$ cat src/hdl/cpu_pkg.sv
`default_nettype none

package cpu_pkg;

	localparam int word_w = 32;
	localparam int reg_addr_w = 4;
	localparam int num_regs = 16;

	typedef logic [word_w-1:0] word_t;
	typedef logic [reg_addr_w-1:0] reg_addr_t;
	typedef logic [2:0] ccr_t; // {ltu, lt, eq}

	typedef enum logic [4:0] {
		s_reset, s_fetch, s_fetch2, s_eval, s_inh,
		s_cmp, s_cmp2, s_alu, s_alu2, s_alu3, s_alu4,
		s_mdr2ra, s_ldiu, s_branch,
		s_load, s_load2, s_load3, s_loadd2, s_loadd3,
		s_store, s_store2, s_store3, s_store4, s_store5,
		s_term, s_halt
	} state_t;

	// instruction type field, ir[31:28]
	typedef enum logic [3:0] {
		t_inh = 4'd0,
		t_cmp = 4'd3,
		t_alu = 4'd7,
		t_ldi = 4'd8,
		t_load = 4'd9,
		t_store = 4'd10,
		t_branch = 4'd11
	} itype_t;

	typedef enum logic [2:0] {
		alu_add, alu_sub, alu_and, alu_or,
		alu_xor, alu_shl, alu_shr, alu_asr
	} alufunc_t;

	typedef enum logic {alu_b, alu_sval} alu_in_t;
	typedef enum logic [1:0] {reg_alu, reg_mdr, reg_uval} reg_in_t;
	typedef enum logic [1:0] {mdr_hold, mdr_alu, mdr_dbus, mdr_a} mdr_in_t;
	typedef enum logic {mar_hold, mar_alu} mar_in_t;
	typedef enum logic [1:0] {pc_hold, pc_next, pc_rel} pc_in_t;

	typedef struct packed {
		logic ir_write;
		logic a_write;
		logic b_write;
		logic reg_write;
		reg_addr_t reg_read_addr1;
		reg_addr_t reg_read_addr2;
		reg_addr_t reg_write_addr;
		alufunc_t alu_func;
		alu_in_t alu2sel;
		reg_in_t regsel;
		mdr_in_t mdrsel;
		mar_in_t marsel;
		pc_in_t pcsel;
		logic ccr_write;
	} ctl_t;

	typedef struct packed {
		logic cyc;
		logic stb;
		word_t adr;
	} ins_req_t;

	typedef struct packed {
		logic cyc;
		logic stb;
		logic we;
		word_t adr;
		word_t wdata;
	} dat_req_t;

	typedef struct packed {
		logic ack;
		word_t rdata;
	} ins_rsp_t;

	typedef struct packed {
		logic ack;
		logic stall;
		word_t rdata;
	} dat_rsp_t;

endpackage

`default_nettype wire

$ cat src/hdl/cpu_alu.sv
`default_nettype none

module cpu_alu (
	input wire cpu_pkg::word_t a,
	input wire cpu_pkg::word_t b,
	input wire cpu_pkg::alufunc_t func,
	output cpu_pkg::word_t result,
	output cpu_pkg::ccr_t ccr_out
);

	logic [4:0] shamt;
	logic eq;
	logic lt;
	logic ltu;

	assign shamt = b[4:0];

	always_comb
	begin
		case (func)
			cpu_pkg::alu_add: result = a + b;
			cpu_pkg::alu_sub: result = a - b;
			cpu_pkg::alu_and: result = a & b;
			cpu_pkg::alu_or: result = a | b;
			cpu_pkg::alu_xor: result = a ^ b;
			cpu_pkg::alu_shl: result = a << shamt;
			cpu_pkg::alu_shr: result = a >> shamt;
			cpu_pkg::alu_asr: result = cpu_pkg::word_t'($signed(a) >>> shamt);
			default: result = a + b;
		endcase
	end

	// flags come from the compare regardless of func
	assign eq = (a == b);
	assign lt = ($signed(a) < $signed(b));
	assign ltu = (a < b);
	assign ccr_out = {ltu, lt, eq};

endmodule

`default_nettype wire

$ cat src/hdl/cpu_control.sv
`default_nettype none

module cpu_control (
	input wire clk_i,
	input wire rst_i,
	input wire cpu_pkg::word_t ir,
	input wire cpu_pkg::ccr_t ccr,
	input wire ins_ack,
	input wire dat_ack,
	input wire dat_stall,
	output cpu_pkg::ctl_t ctl,
	output logic ins_cyc,
	output logic ins_stb,
	output logic dat_cyc,
	output logic dat_stb,
	output logic dat_we,
	output logic halt
);

	localparam logic [3:0] op_nop = 4'h0;

	cpu_pkg::itype_t ir_type;
	logic [3:0] ir_op;
	cpu_pkg::reg_addr_t ir_ra;
	cpu_pkg::reg_addr_t ir_rb;
	cpu_pkg::reg_addr_t ir_rc;
	logic ir_size;
	logic ccr_ltu;
	logic ccr_lt;
	logic ccr_eq;
	logic take_branch;
	cpu_pkg::state_t state;
	cpu_pkg::state_t state_next;
	logic ins_cyc_next;
	logic ins_stb_next;
	logic dat_cyc_next;
	logic dat_stb_next;
	logic dat_we_next;

	assign ir_type = cpu_pkg::itype_t'(ir[31:28]);
	assign ir_op = ir[27:24];
	assign ir_ra = ir[23:20];
	assign ir_rb = ir[19:16];
	assign ir_rc = ir[15:12];
	assign ir_size = ir[0];
	assign {ccr_ltu, ccr_lt, ccr_eq} = ccr;
	assign halt = (state == cpu_pkg::s_halt);

	always_comb
	begin
		case (ir_op)
			4'h0: take_branch = 1'b1; // bra
			4'h1: take_branch = ccr_eq; // beq
			4'h2: take_branch = ~ccr_eq; // bne
			4'h3: take_branch = ~(ccr_ltu | ccr_eq); // bgtu
			4'h4: take_branch = ~(ccr_lt | ccr_eq); // bgt
			4'h5: take_branch = ~ccr_lt; // bge
			4'h6: take_branch = ccr_lt | ccr_eq; // ble
			4'h7: take_branch = ccr_lt; // blt
			4'h8: take_branch = ~ccr_ltu; // bgeu
			4'h9: take_branch = ccr_ltu; // bltu
			4'ha: take_branch = ccr_ltu | ccr_eq; // bleu
			default: take_branch = 1'b0; // brn
		endcase
	end

	always_ff @(posedge clk_i or posedge rst_i)
	begin
		if (rst_i)
		begin
			state <= cpu_pkg::s_reset;
			ins_cyc <= 1'b0;
			ins_stb <= 1'b0;
			dat_cyc <= 1'b0;
			dat_stb <= 1'b0;
			dat_we <= 1'b0;
		end
		else
		begin
			state <= state_next;
			ins_cyc <= ins_cyc_next;
			ins_stb <= ins_stb_next;
			dat_cyc <= dat_cyc_next;
			dat_stb <= dat_stb_next;
			dat_we <= dat_we_next;
		end
	end

	always_comb
	begin
		state_next = state;
		ins_cyc_next = ins_cyc;
		ins_stb_next = ins_stb;
		dat_cyc_next = dat_cyc;
		dat_stb_next = dat_stb;
		dat_we_next = dat_we;
		ctl.ir_write = 1'b0;
		ctl.a_write = 1'b0;
		ctl.b_write = 1'b0;
		ctl.reg_write = 1'b0;
		ctl.reg_read_addr1 = ir_ra;
		ctl.reg_read_addr2 = ir_rb;
		ctl.reg_write_addr = ir_ra;
		ctl.alu_func = cpu_pkg::alu_add;
		ctl.alu2sel = cpu_pkg::alu_b;
		ctl.regsel = cpu_pkg::reg_alu;
		ctl.mdrsel = cpu_pkg::mdr_hold;
		ctl.marsel = cpu_pkg::mar_hold;
		ctl.pcsel = cpu_pkg::pc_hold;
		ctl.ccr_write = 1'b0;

		case (state)
			cpu_pkg::s_reset: state_next = cpu_pkg::s_fetch;
			cpu_pkg::s_fetch:
			begin
				ins_cyc_next = 1'b1;
				ins_stb_next = 1'b1;
				state_next = cpu_pkg::s_fetch2;
			end
			cpu_pkg::s_fetch2:
			begin
				ins_stb_next = 1'b0;
				if (ins_ack)
				begin
					ctl.ir_write = 1'b1;
					ctl.pcsel = cpu_pkg::pc_next;
					ins_cyc_next = 1'b0;
					state_next = cpu_pkg::s_eval;
				end
			end
			cpu_pkg::s_eval:
			begin
				ctl.a_write = 1'b1; // A <= rA
				ctl.b_write = 1'b1; // B <= rB
				if (ir_size)
					state_next = cpu_pkg::s_halt; // no extended forms
				else
				begin
					case (ir_type)
						cpu_pkg::t_inh:
							state_next = (ir_op == op_nop) ? cpu_pkg::s_inh : cpu_pkg::s_halt;
						cpu_pkg::t_cmp: state_next = cpu_pkg::s_cmp;
						cpu_pkg::t_alu: state_next = cpu_pkg::s_alu;
						cpu_pkg::t_ldi: state_next = cpu_pkg::s_ldiu;
						cpu_pkg::t_load: state_next = cpu_pkg::s_load;
						cpu_pkg::t_store: state_next = cpu_pkg::s_store;
						cpu_pkg::t_branch: state_next = cpu_pkg::s_branch;
						default: state_next = cpu_pkg::s_halt;
					endcase
				end
			end
			cpu_pkg::s_inh: state_next = cpu_pkg::s_fetch; // nop
			cpu_pkg::s_cmp:
			begin
				ctl.alu_func = cpu_pkg::alu_sub;
				state_next = cpu_pkg::s_cmp2;
			end
			cpu_pkg::s_cmp2:
			begin
				ctl.alu_func = cpu_pkg::alu_sub;
				ctl.ccr_write = 1'b1;
				state_next = cpu_pkg::s_fetch;
			end
			cpu_pkg::s_alu:
			begin
				ctl.reg_read_addr1 = ir_rb;
				ctl.reg_read_addr2 = ir_rc;
				ctl.a_write = 1'b1; // A <= rB
				ctl.b_write = 1'b1; // B <= rC
				state_next = ir_op[3] ? cpu_pkg::s_alu3 : cpu_pkg::s_alu2;
			end
			cpu_pkg::s_alu2:
			begin
				ctl.alu_func = cpu_pkg::alufunc_t'(ir_op[2:0]);
				state_next = cpu_pkg::s_alu4;
			end
			cpu_pkg::s_alu3:
			begin
				ctl.alu_func = cpu_pkg::alufunc_t'(ir_op[2:0]);
				ctl.alu2sel = cpu_pkg::alu_sval;
				state_next = cpu_pkg::s_alu4;
			end
			cpu_pkg::s_alu4:
			begin
				ctl.alu_func = cpu_pkg::alufunc_t'(ir_op[2:0]);
				ctl.alu2sel = ir_op[3] ? cpu_pkg::alu_sval : cpu_pkg::alu_b;
				ctl.mdrsel = cpu_pkg::mdr_alu;
				state_next = cpu_pkg::s_mdr2ra;
			end
			cpu_pkg::s_mdr2ra:
			begin
				ctl.regsel = cpu_pkg::reg_mdr; // rA <= MDR
				ctl.reg_write = 1'b1;
				state_next = cpu_pkg::s_term;
			end
			cpu_pkg::s_ldiu:
			begin
				ctl.regsel = cpu_pkg::reg_uval;
				ctl.reg_write = 1'b1;
				state_next = cpu_pkg::s_fetch;
			end
			cpu_pkg::s_branch:
			begin
				if (take_branch)
					ctl.pcsel = cpu_pkg::pc_rel;
				state_next = cpu_pkg::s_fetch;
			end
			cpu_pkg::s_load:
			begin
				ctl.reg_read_addr1 = ir_rb;
				ctl.a_write = 1'b1;
				state_next = cpu_pkg::s_load2;
			end
			cpu_pkg::s_load2:
			begin
				ctl.alu2sel = cpu_pkg::alu_sval;
				state_next = cpu_pkg::s_load3;
			end
			cpu_pkg::s_load3:
			begin
				ctl.alu2sel = cpu_pkg::alu_sval;
				ctl.marsel = cpu_pkg::mar_alu; // MAR <= rB + sval
				state_next = cpu_pkg::s_loadd2;
			end
			cpu_pkg::s_loadd2:
			begin
				if (!dat_stall)
				begin
					dat_cyc_next = 1'b1;
					dat_stb_next = 1'b1;
					state_next = cpu_pkg::s_loadd3;
				end
			end
			cpu_pkg::s_loadd3:
			begin
				dat_stb_next = 1'b0;
				if (dat_ack)
				begin
					ctl.mdrsel = cpu_pkg::mdr_dbus;
					dat_cyc_next = 1'b0;
					state_next = cpu_pkg::s_mdr2ra;
				end
			end
			cpu_pkg::s_store:
			begin
				ctl.reg_read_addr1 = ir_rb;
				ctl.a_write = 1'b1;
				state_next = cpu_pkg::s_store2;
			end
			cpu_pkg::s_store2:
			begin
				ctl.alu2sel = cpu_pkg::alu_sval;
				ctl.marsel = cpu_pkg::mar_alu;
				ctl.a_write = 1'b1; // A <= rA, same edge as MAR
				state_next = cpu_pkg::s_store3;
			end
			cpu_pkg::s_store3:
			begin
				ctl.mdrsel = cpu_pkg::mdr_a;
				state_next = cpu_pkg::s_store4;
			end
			cpu_pkg::s_store4:
			begin
				if (!dat_stall)
				begin
					dat_cyc_next = 1'b1;
					dat_stb_next = 1'b1;
					dat_we_next = 1'b1;
					state_next = cpu_pkg::s_store5;
				end
			end
			cpu_pkg::s_store5:
			begin
				dat_stb_next = 1'b0;
				if (dat_ack)
				begin
					dat_cyc_next = 1'b0;
					dat_we_next = 1'b0;
					state_next = cpu_pkg::s_term;
				end
			end
			cpu_pkg::s_term: state_next = cpu_pkg::s_fetch;
			cpu_pkg::s_halt: state_next = cpu_pkg::s_halt; // until reset
			default: state_next = cpu_pkg::s_halt;
		endcase
	end

endmodule

`default_nettype wire

$ cat src/hdl/cpu_datapath.sv
`default_nettype none

module cpu_datapath #(
	parameter cpu_pkg::word_t RESET_PC = '0
) (
	input wire clk_i,
	input wire rst_i,
	input wire cpu_pkg::ctl_t ctl,
	input wire cpu_pkg::word_t ins_rdata,
	input wire cpu_pkg::word_t dat_rdata,
	output cpu_pkg::word_t ir,
	output cpu_pkg::ccr_t ccr,
	output cpu_pkg::word_t pc,
	output cpu_pkg::word_t mar,
	output cpu_pkg::word_t mdr
);

	cpu_pkg::word_t a_q;
	cpu_pkg::word_t b_q;
	cpu_pkg::word_t sval;
	cpu_pkg::word_t uval;
	cpu_pkg::word_t alu_b;
	cpu_pkg::word_t alu_result;
	cpu_pkg::word_t reg_wdata;
	cpu_pkg::word_t rdata1;
	cpu_pkg::word_t rdata2;
	cpu_pkg::ccr_t alu_ccr;

	assign sval = {{17{ir[15]}}, ir[15:1]};
	assign uval = {17'h0, ir[15:1]};
	assign alu_b = (ctl.alu2sel == cpu_pkg::alu_sval) ? sval : b_q;

	always_comb
	begin
		case (ctl.regsel)
			cpu_pkg::reg_mdr: reg_wdata = mdr;
			cpu_pkg::reg_uval: reg_wdata = uval;
			default: reg_wdata = alu_result;
		endcase
	end

	reg_file u_regs (
		.clk_i(clk_i),
		.rst_i(rst_i),
		.read_addr1(ctl.reg_read_addr1),
		.read_addr2(ctl.reg_read_addr2),
		.write_addr(ctl.reg_write_addr),
		.write_en(ctl.reg_write),
		.write_data(reg_wdata),
		.read_data1(rdata1),
		.read_data2(rdata2)
	);

	cpu_alu u_alu (
		.a(a_q),
		.b(alu_b),
		.func(ctl.alu_func),
		.result(alu_result),
		.ccr_out(alu_ccr)
	);

	always_ff @(posedge clk_i or posedge rst_i)
	begin
		if (rst_i)
		begin
			pc <= RESET_PC;
			ccr <= '0;
		end
		else
		begin
			if (ctl.pcsel == cpu_pkg::pc_next)
				pc <= pc + 32'd4;
			else if (ctl.pcsel == cpu_pkg::pc_rel)
				pc <= pc + (sval << 2); // pc already points past the branch
			if (ctl.ccr_write)
				ccr <= alu_ccr;
		end
	end

	always_ff @(posedge clk_i)
	begin
		if (ctl.ir_write)
			ir <= ins_rdata;
		if (ctl.a_write)
			a_q <= rdata1;
		if (ctl.b_write)
			b_q <= rdata2;
		if (ctl.marsel == cpu_pkg::mar_alu)
			mar <= alu_result;
		case (ctl.mdrsel)
			cpu_pkg::mdr_alu: mdr <= alu_result;
			cpu_pkg::mdr_dbus: mdr <= dat_rdata;
			cpu_pkg::mdr_a: mdr <= a_q; // store data
			default: mdr <= mdr;
		endcase
	end

endmodule

`default_nettype wire

$ cat src/hdl/cpu_top.sv
`default_nettype none

module cpu_top #(
	parameter cpu_pkg::word_t RESET_PC = '0
) (
	input wire clk_i,
	input wire rst_i,
	output cpu_pkg::ins_req_t ins_req,
	input wire cpu_pkg::ins_rsp_t ins_rsp,
	output cpu_pkg::dat_req_t dat_req,
	input wire cpu_pkg::dat_rsp_t dat_rsp,
	output logic halt
);

	cpu_pkg::ctl_t ctl;
	cpu_pkg::word_t ir;
	cpu_pkg::word_t pc;
	cpu_pkg::word_t mar;
	cpu_pkg::word_t mdr;
	cpu_pkg::ccr_t ccr;
	logic ins_cyc;
	logic ins_stb;
	logic dat_cyc;
	logic dat_stb;
	logic dat_we;

	cpu_control u_control (
		.clk_i(clk_i),
		.rst_i(rst_i),
		.ir(ir),
		.ccr(ccr),
		.ins_ack(ins_rsp.ack),
		.dat_ack(dat_rsp.ack),
		.dat_stall(dat_rsp.stall),
		.ctl(ctl),
		.ins_cyc(ins_cyc),
		.ins_stb(ins_stb),
		.dat_cyc(dat_cyc),
		.dat_stb(dat_stb),
		.dat_we(dat_we),
		.halt(halt)
	);

	cpu_datapath #(
		.RESET_PC(RESET_PC)
	) u_datapath (
		.clk_i(clk_i),
		.rst_i(rst_i),
		.ctl(ctl),
		.ins_rdata(ins_rsp.rdata),
		.dat_rdata(dat_rsp.rdata),
		.ir(ir),
		.ccr(ccr),
		.pc(pc),
		.mar(mar),
		.mdr(mdr)
	);

	assign ins_req.cyc = ins_cyc;
	assign ins_req.stb = ins_stb;
	assign ins_req.adr = pc;

	assign dat_req.cyc = dat_cyc;
	assign dat_req.stb = dat_stb;
	assign dat_req.we = dat_we;
	assign dat_req.adr = mar;
	assign dat_req.wdata = mdr;

endmodule

`default_nettype wire

$ cat src/hdl/reg_file.sv
`default_nettype none

module reg_file (
	input wire clk_i,
	input wire rst_i,
	input wire cpu_pkg::reg_addr_t read_addr1,
	input wire cpu_pkg::reg_addr_t read_addr2,
	input wire cpu_pkg::reg_addr_t write_addr,
	input wire write_en,
	input wire cpu_pkg::word_t write_data,
	output cpu_pkg::word_t read_data1,
	output cpu_pkg::word_t read_data2
);

	cpu_pkg::word_t regs [cpu_pkg::num_regs];

	assign read_data1 = regs[read_addr1];
	assign read_data2 = regs[read_addr2];

	always_ff @(posedge clk_i or posedge rst_i)
	begin
		if (rst_i)
		begin
			for (int i = 0; i < cpu_pkg::num_regs; i++)
				regs[i] <= '0;
		end
		else if (write_en)
			regs[write_addr] <= write_data;
	end

endmodule

`default_nettype wire

$ cat config.mk
export PLATFORM = sky130hd
export DESIGN_NAME = cpu_top
export DESIGN_NICKNAME = d
export VERILOG_FILES = /design/src/hdl/cpu_pkg.sv /design/src/hdl/cpu_alu.sv /design/src/hdl/cpu_control.sv /design/src/hdl/cpu_datapath.sv /design/src/hdl/cpu_top.sv /design/src/hdl/reg_file.sv
export SDC_FILE = /design/constraint.sdc
export NUM_CORES = 2
export LEC_CHECK = 0
export BUFFER_PORTS_ARGS = -buffer_cell sky130_fd_sc_hd__buf_4
export CAP_MARGIN = 20
export CORE_MARGIN = 5
export CORE_UTILIZATION = 36
export DETAILED_ROUTE_END_ITERATION = 12
export GPL_TIMING_DRIVEN = 1
export SYNTH_ARGS = -nofsm -noshare
export SYNTH_HDL_FRONTEND = slang
export SYNTH_SLANG_ARGS = --single-unit
$ cat constraint.sdc
create_clock -name clk_i -period 28.2 [get_ports clk_i]
set_input_delay 2.82 -clock clk_i [delete_from_list [all_inputs] [get_ports clk_i]]
set_output_delay 2.82 -clock clk_i [all_outputs]
set_load 0.02 [all_outputs]
**Word level (Yosys, flattened, before mapping)**

Index checks and enable logic that the tools add are counted.

- Add/subtract/negate cells: 4
- $lt $le $gt $ge: 6
- Equal/unequal tests: 63
- Shift-type cells: 3
- Multiplexer cells: 52
- Bitwise gates (word level): 13
- Reduce and logical (&&, ||, !) cells: 27

Operators by type and width:

| cell | number |
|---|---|
| bitwise mux 512 bit | 1 |
| binary-select mux 32 bit (select 4 bit) | 2 |
| 2-to-1 mux 32 bit | 8 |
| one-hot mux 32 bit (8 select lines) | 1 |
| demux 32 bit (select 4 bit) | 1 |
| one-hot mux 32 bit (3 select lines) | 1 |
| one-hot mux 5 bit (19 select lines) | 1 |
| adder 32 bit | 2 |
| less-than comparator 32 bit | 2 |
| one-hot mux 32 bit (2 select lines) | 1 |
| equality test 5 bit (second input constant) | 10 |
| equality test 5 x 4 -> 1 bit (second input constant) | 8 |
| 2-to-1 mux 5 bit | 7 |
| one-hot mux 5 bit (7 select lines) | 1 |
| adder 32 x 3 -> 32 bit (second input constant) | 1 |
| AND 32 bit | 1 |
| equality test 32 bit | 1 |
| OR 32 bit | 1 |
| << shifter 32 x 5 -> 32 bit | 1 |
| right shift 32 x 5 -> 32 bit | 1 |
| >>> shifter 32 x 5 -> 32 bit | 1 |
| subtractor 32 bit | 1 |
| XOR 32 bit | 1 |
| equality test 4 bit (second input constant) | 7 |
| other kinds (40) | 106 |

- Bits in registers: 717
- Word-level logic and storage cells: 197

**Logic depth before layout (Yosys ltp)**

- Depth in word-level cells: 8
- Gate-level depth with buffers: 25

**Modules after synthesis**

A second synthesis with hierarchy kept.

- Cells, all modules: 3924
- Area total of the unflattened synthesis: 46370.7 sq um

Modules (own cells, without submodules):

| module | times used | cells an instance | area each (sq um) |
|---|---|---|---|
| reg_file | 1 | 1677 | 26490.4 |
| cpu_alu | 1 | 1329 | 9384.0 |
| cpu_datapath | 1 | 724 | 8952.3 |
| cpu_control | 1 | 189 | 1506.4 |
| cpu_top | 1 | 5 | 37.5 |

**Worst setup path before layout**

Ideal clock, no wire load.

- Path type: input-to-reg
- From: input port ins_rsp[32] in the netlist's numbering
- To: register u_datapath.pc[30]
- Setup time: 0.069 ns
- Data arrival time: 6.782 ns
- Path slack: 21.349 ns
- Cell stages on the path: 18
- Cell sequence: and3_1 ha_1 clkbuf_1 or2_2 ha_1 inv_1 fa_1 inv_1 a21oi_1 o21bai_1 a21o_1 a21o_1 a211oi_1 o2111ai_1 a31oi_1 o21a_1 or4_1 nand3_1

- Cells in the longest elaborated chain, start to end: 4
- Elaborated cells between the ends (all ways): 6
- Classes of those cells: eq/ne: 2; mux: 3; reduce/logical: 1

Ends and longest elaborated chain:

| what | line | RTL |
|---|---|---|
| start, declared | cpu_top.sv:9 | `input wire cpu_pkg::ins_rsp_t ins_rsp,` |
| 2-to-1 mux 1 bit (*) | cpu_control.sv:123 | `if (ins_ack)` |
| one-hot mux 2 bit (2 select lines) (*) | cpu_control.sv:112 | `case (state)` |
| equality test 2 x 1 -> 1 bit or equality test 2 bit (tied branches) | cpu_datapath.sv:71, cpu_datapath.sv:73 |  |
| 2-to-1 mux 32 bit or nonzero test 2 bit (tied branches) | -- |  |
| end signal, assigned | cpu_datapath.sv:72 | `pc <= pc + 32'd4;` |
| end signal, assigned | cpu_datapath.sv:74 | `pc <= pc + (sval << 2);` |
| end, declared | cpu_datapath.sv:13 | `output cpu_pkg::word_t pc,` |

Mark *: on every way between the ends. The rest lies on a longest branch, timed or not.
A chain may end at the register's enable or synchronous reset.

**Final worst setup path**

- From: register u_control.state[4]
- To: register u_datapath.u_regs.regs[252] in the netlist's numbering

- Cells in the longest elaborated chain, start to end: 8
- Elaborated cells between the ends (all ways): 40
- Classes of those cells: add/sub: 2; eq/ne: 19; shift: 3; mux: 8; bitwise: 3; reduce/logical: 5

Ends and longest elaborated chain:

| what | line | RTL |
|---|---|---|
| start, declared | cpu_control.sv:32 | `cpu_pkg::state_t state;` |
| start signal, assigned | cpu_control.sv:71 | `state <= cpu_pkg::s_reset;` |
| start signal, assigned | cpu_control.sv:80 | `state <= state_next;` |
| equality test 5 x 4 -> 1 bit or equality test 5 bit (tied branches) | cpu_control.sv:112 |  |
| OR reduction 4 bit (no source line) | -- |  |
| one-hot mux 1 bit (2 select lines) | cpu_control.sv:112 |  |
| 2-to-1 mux 32 bit | cpu_datapath.sv:31 | `assign alu_b = (ctl.alu2sel == cpu_pkg::alu_sval) ? sval : b_q;` |
| subtractor 32 bit, or another cell as far along | cpu_alu.sv:22 | `cpu_pkg::alu_sub: result = a - b;` |
| one-hot mux 32 bit (8 select lines) | cpu_alu.sv:20 | `case (func)` |
| one-hot mux 32 bit (2 select lines) | cpu_datapath.sv:35 | `case (ctl.regsel)` |
| bitwise mux 512 bit | reg_file.sv:28 | `regs[write_addr] <= write_data;` |
| end signal, assigned by index | reg_file.sv:28 |  |
| end, declared | reg_file.sv:15 | `cpu_pkg::word_t regs [cpu_pkg::num_regs];` |

Several ways; a longest one is shown, not always the timed one.

==> flow_metrics.env <==
export IMPL_synth_cell_types=103
export IMPL_portBuffers=168
export IMPL_synth_seq_cells=715
export IMPL_finalNetCount=5012
export IMPL_antenna_found_initial=6
export IMPL_drtPass1Iterations=6
export IMPL_postCtsSetupBuffers=0
export IMPL_wl_mm=187
export IMPL_gp_congestion=0.998
export IMPL_viasPerCell=6.28
export IMPL_final_util=0.406
export IMPL_die_x_um=368
export IMPL_maxSlewViolCount=0
export IMPL_drive_above_1_share=0.169
export IMPL_startpoint_type="register"
export IMPL_outcome="finished, final reports clean"
export IMPL_grt_usage=0.268
export IMPL_rr_startpoint="u_control.state[4]"
export IMPL_worstMarginPinSlew_ns=1.23
export IMPL_seqPwrFrac=0.276
export IMPL_syn_inst=4838
export IMPL_ctsResizeCount=0
export IMPL_synth_edff_count=160
export IMPL_hold_start="u_datapath.pc[31]"
export IMPL_hold_viol=0
export IMPL_finalCritPeriodShare=0.290
export IMPL_clock_path_buffers=3
export IMPL_clock_sink_count=715
export IMPL_vdd_drop_max_mv=0.0802
export IMPL_critPathMaxFanout=42
export IMPL_fmax_ghz=0.122
export IMPL_die_h_um=368
export IMPL_grt_first_pass_wirelength_mm=273
export IMPL_syn2layout_area_growth_pct=12.1
export IMPL_die_area_mm2=0.136
export IMPL_vias=41100
export IMPL_synth_flop_cell="dfrtp_1"
export IMPL_drc=0
export IMPL_power_density_mw_per_mm2=130
export IMPL_syn_cell_area_mm2=0.0462
export IMPL_min_delay_path_depth=1
export IMPL_yosys_warnings=0
export IMPL_tns_ns=0
export IMPL_clk_latency_ns=0.70
export IMPL_p_int_w=0.00341
export IMPL_endpoint_kind="register"
export IMPL_worstRegToRegCells=21
export IMPL_cts_hold_buf=0
export IMPL_ys_seq_area_frac=0.405
export IMPL_hp_class="register to register"
export IMPL_dp_hpwl_mm=128
export IMPL_timing_final_crit_period_ns=8.18
export IMPL_async_reset_ff_frac=0.776
export IMPL_r2r_end="u_datapath.u_regs.regs[252]"
export IMPL_drtIter0Drc=5279
export IMPL_ff2ff_setup_slack_ns=20.02
export IMPL_setup_viol=0
export IMPL_syn_avg_cell_area_um2=9.55
export IMPL_grt_max_degree=108
export IMPL_tritoncts="built"
export IMPL_clkTransAtPathRegs_ns=0.06
export IMPL_grt_pass1_vias=39300
export IMPL_p_switching_w=0.00334
export IMPL_worst_ep_arrival_time_ns=8.69
export IMPL_path_class="register to register"
export IMPL_root_buffer="clkbuf_16"
export IMPL_grt_overflow=0
export IMPL_wl_per_cell_um=28.5
export IMPL_core_mm2=0.128
export IMPL_start_util=0.362
export IMPL_htree_levels=3
export IMPL_p_sw_frac=0.494
export IMPL_io_pins=171
export IMPL_holdPathEnd="u_datapath.pc[31]"
export IMPL_slew_headroom=0.180
export IMPL_cts_inserted_buffers=79
export IMPL_p_comb_frac=0.568
export IMPL_worstPathRequired_ns=28.70
export IMPL_finClkSkew_ns=0.0537
export IMPL_ant_nets=0
export IMPL_p_clk_frac=0.155
export IMPL_drv_cap=0
export IMPL_rsz0062_at_grt="no"
export IMPL_rows=131
export IMPL_p_leak_nw=21.1
[state kept, by name (all words and copies together) (netlist names)]
signal / flops
u_control.state: 5
u_datapath.u_regs.regs: 512
u_datapath.mdr: 32
u_control.ins_stb: 1
u_datapath.ccr: 3
u_datapath.mar: 32
u_datapath.a_q: 32
u_control.dat_cyc: 1
u_datapath.pc: 30
u_control.dat_stb: 1
u_datapath.b_q: 32
u_datapath.ir: 32
u_control.ins_cyc: 1
u_control.dat_we: 1
[power by group through the flow]
stage | clock network (W) | logic (W) | registers [W]
after floorplan | 0 | 0.00243 | 0.00178
after global placement | 0 | 0.00369 | 0.00184
after detailed placement | 0 | 0.00371 | 0.00186
after CTS | 0.00107 | 0.00372 | 0.00185
after global routing | 0.00111 | 0.00407 | 0.00190
final | 0.00105 | 0.00384 | 0.00187
[cell type report]
class / instances / area [um2]
Sequential cell: 715 / 18700
Clock buffer: 110 / 2230
Multi-Input combinational cell: 3569 / 25500
Timing Repair Buffer: 312 / 2410
Tap cell: 1662 / 2080
Clock inverter: 33 / 348
Inverter: 141 / 537
Antenna cell: 4 / 10.0
Fill cell: 12600 / 75700
[cell usage in the layout, fill, tap and decap left out, types with 34 or more instances in the layout]
| cell type | n |
|---|---|
| nand2_1 | 757 |
| buf_4 | 306 |
| a21o_1 | 37 |
| mux2_2 | 34 |
| inv_1 | 132 |
| clkbuf_16 | 82 |
| and2_1 | 78 |
| o21ai_0 | 480 |
| edfxtp_1 | 160 |
| mux4_2 | 257 |
| a21oi_1 | 314 |
| nand3_1 | 56 |
| a211oi_1 | 188 |
| a221oi_1 | 49 |
| mux2i_1 | 62 |
| dfrtp_1 | 555 |
| ha_1 | 123 |
| nor3_1 | 46 |
| a31oi_1 | 160 |
| nor2_1 | 352 |
[metal layers]
layer / global-route usage / up-vias / wire [um]
li1: - / 17900 / -
met1: 0.358 / 20600 / 75500
met5: 0 / - / 19
met4: 0.127 / 4 / 10200
met2: 0.425 / 2074 / 85300
met3: 0.0443 / 469 / 15800
[stage by stage]
stage                     worst slack, ns  total power, W  instances  instance area [um2]  hold WS, ns
after floorplan                      9.86         0.00421       4839                46200        0.451
after global placement              20.12         0.00554       6393                49100        0.469
after detailed placement            20.14         0.00557       6394                49100        0.470
after CTS                           20.10         0.00663       6537                51700        0.490
after global routing                19.71         0.00709       6542                51800        0.512
final                               20.02         0.00675       6546                51800        0.494
[worst max path at each step]
stage / end / start / depth (start not counted)
CTS: u_datapath.u_regs.regs[502] / u_control.state[4] / 20
global route: u_datapath.u_regs.regs[284] / u_control.state[4] / 21
global placement: u_datapath.u_regs.regs[156] / u_control.state[4] / 20
detailed placement: u_datapath.u_regs.regs[502] / u_control.state[4] / 20
finish: u_datapath.u_regs.regs[252] / u_control.state[4] / 21
floorplan: u_control.dat_cyc / rst_i / 1
[worst max-delay path, cell delays in order (launching register included)]
cell      delay, ns
dfrtp_1        0.77
or4b_4         0.58
inv_2          0.75
a221o_2        0.23
buf_4          0.52
a22oi_2        0.17
buf_4          0.30
inv_1          0.10
buf_4          0.47
ha_1           0.39
o21ai_0        0.17
or2_2          0.32
o211ai_1       0.29
o211ai_1       0.29
a21oi_1        0.39
a31oi_1        0.17
a221oi_1       0.51
or3_1          0.19
o311ai_1       0.13
o31ai_2        0.78
buf_4          0.30
a31oi_1        0.10
[cells in the mapped netlist, types with 10 or more instances]
| master | number | area (um2) |
|---|---|---|
| nand2_1 | 757 | 2840 |
| dfrtp_1 | 555 | 13900 |
| o21ai_0 | 480 | 2400 |
| nor2_1 | 367 | 1380 |
| a21oi_1 | 314 | 1570 |
| clkbuf_1 | 283 | 1060 |
| mux4_2 | 257 | 5790 |
| a211oi_1 | 188 | 1410 |
| a31oi_1 | 160 | 1000 |
| edfxtp_1 | 160 | 4800 |
| inv_1 | 135 | 507 |
| ha_1 | 123 | 1540 |
| and2_1 | 78 | 488 |
| mux2i_1 | 72 | 721 |
| nand3_1 | 60 | 300 |
| nor3_1 | 54 | 270 |
| buf_1 | 50 | 188 |
| a221oi_1 | 49 | 429 |
| buf_2 | 49 | 245 |
| a21o_1 | 37 | 278 |
| a22oi_1 | 34 | 255 |
| mux2_2 | 34 | 383 |
| o221ai_1 | 32 | 280 |
| xnor2_1 | 32 | 280 |
| nor2b_1 | 31 | 194 |
| o211ai_1 | 29 | 218 |
| o22ai_1 | 22 | 138 |
| nand2b_1 | 21 | 131 |
| o31ai_1 | 21 | 158 |
| buf_4 | 20 | 150 |
| or3_1 | 19 | 119 |
| nor4_1 | 15 | 93.8 |
| xor2_1 | 14 | 123 |
| nand4_1 | 13 | 81.3 |
| a22o_1 | 12 | 105 |
| a311oi_1 | 12 | 105 |
| and3_1 | 12 | 75.1 |
| a221o_1 | 11 | 110 |
| o21a_1 | 11 | 82.6 |
| buf_6 | 10 | 113 |
| mux2_4 | 10 | 150 |
| o21bai_1 | 10 | 75.1 |
[cells by family (layout without fill, tap and decap cells)]
| family | Yosys count | count (layout) | synth area share |
|---|---|---|---|
| adder cells (fa/ha/maj) | 125 | 125 | 0.0342 |
| AND/OR/NAND/NOR | 1475 | 1475 | 0.138 |
| AO/OA/AOI/OAI | 1547 | 1547 | 0.212 |
| buffers and inverters | 555 | 596 | 0.0497 |
| flip-flops | 715 | 715 | 0.405 |
| XOR/XNOR | 46 | 46 | 0.00872 |
| multiplexers | 374 | 374 | 0.153 |
| other | 1 | 6 | 0.0000812 |
Power figures use the tool's default switching activity.
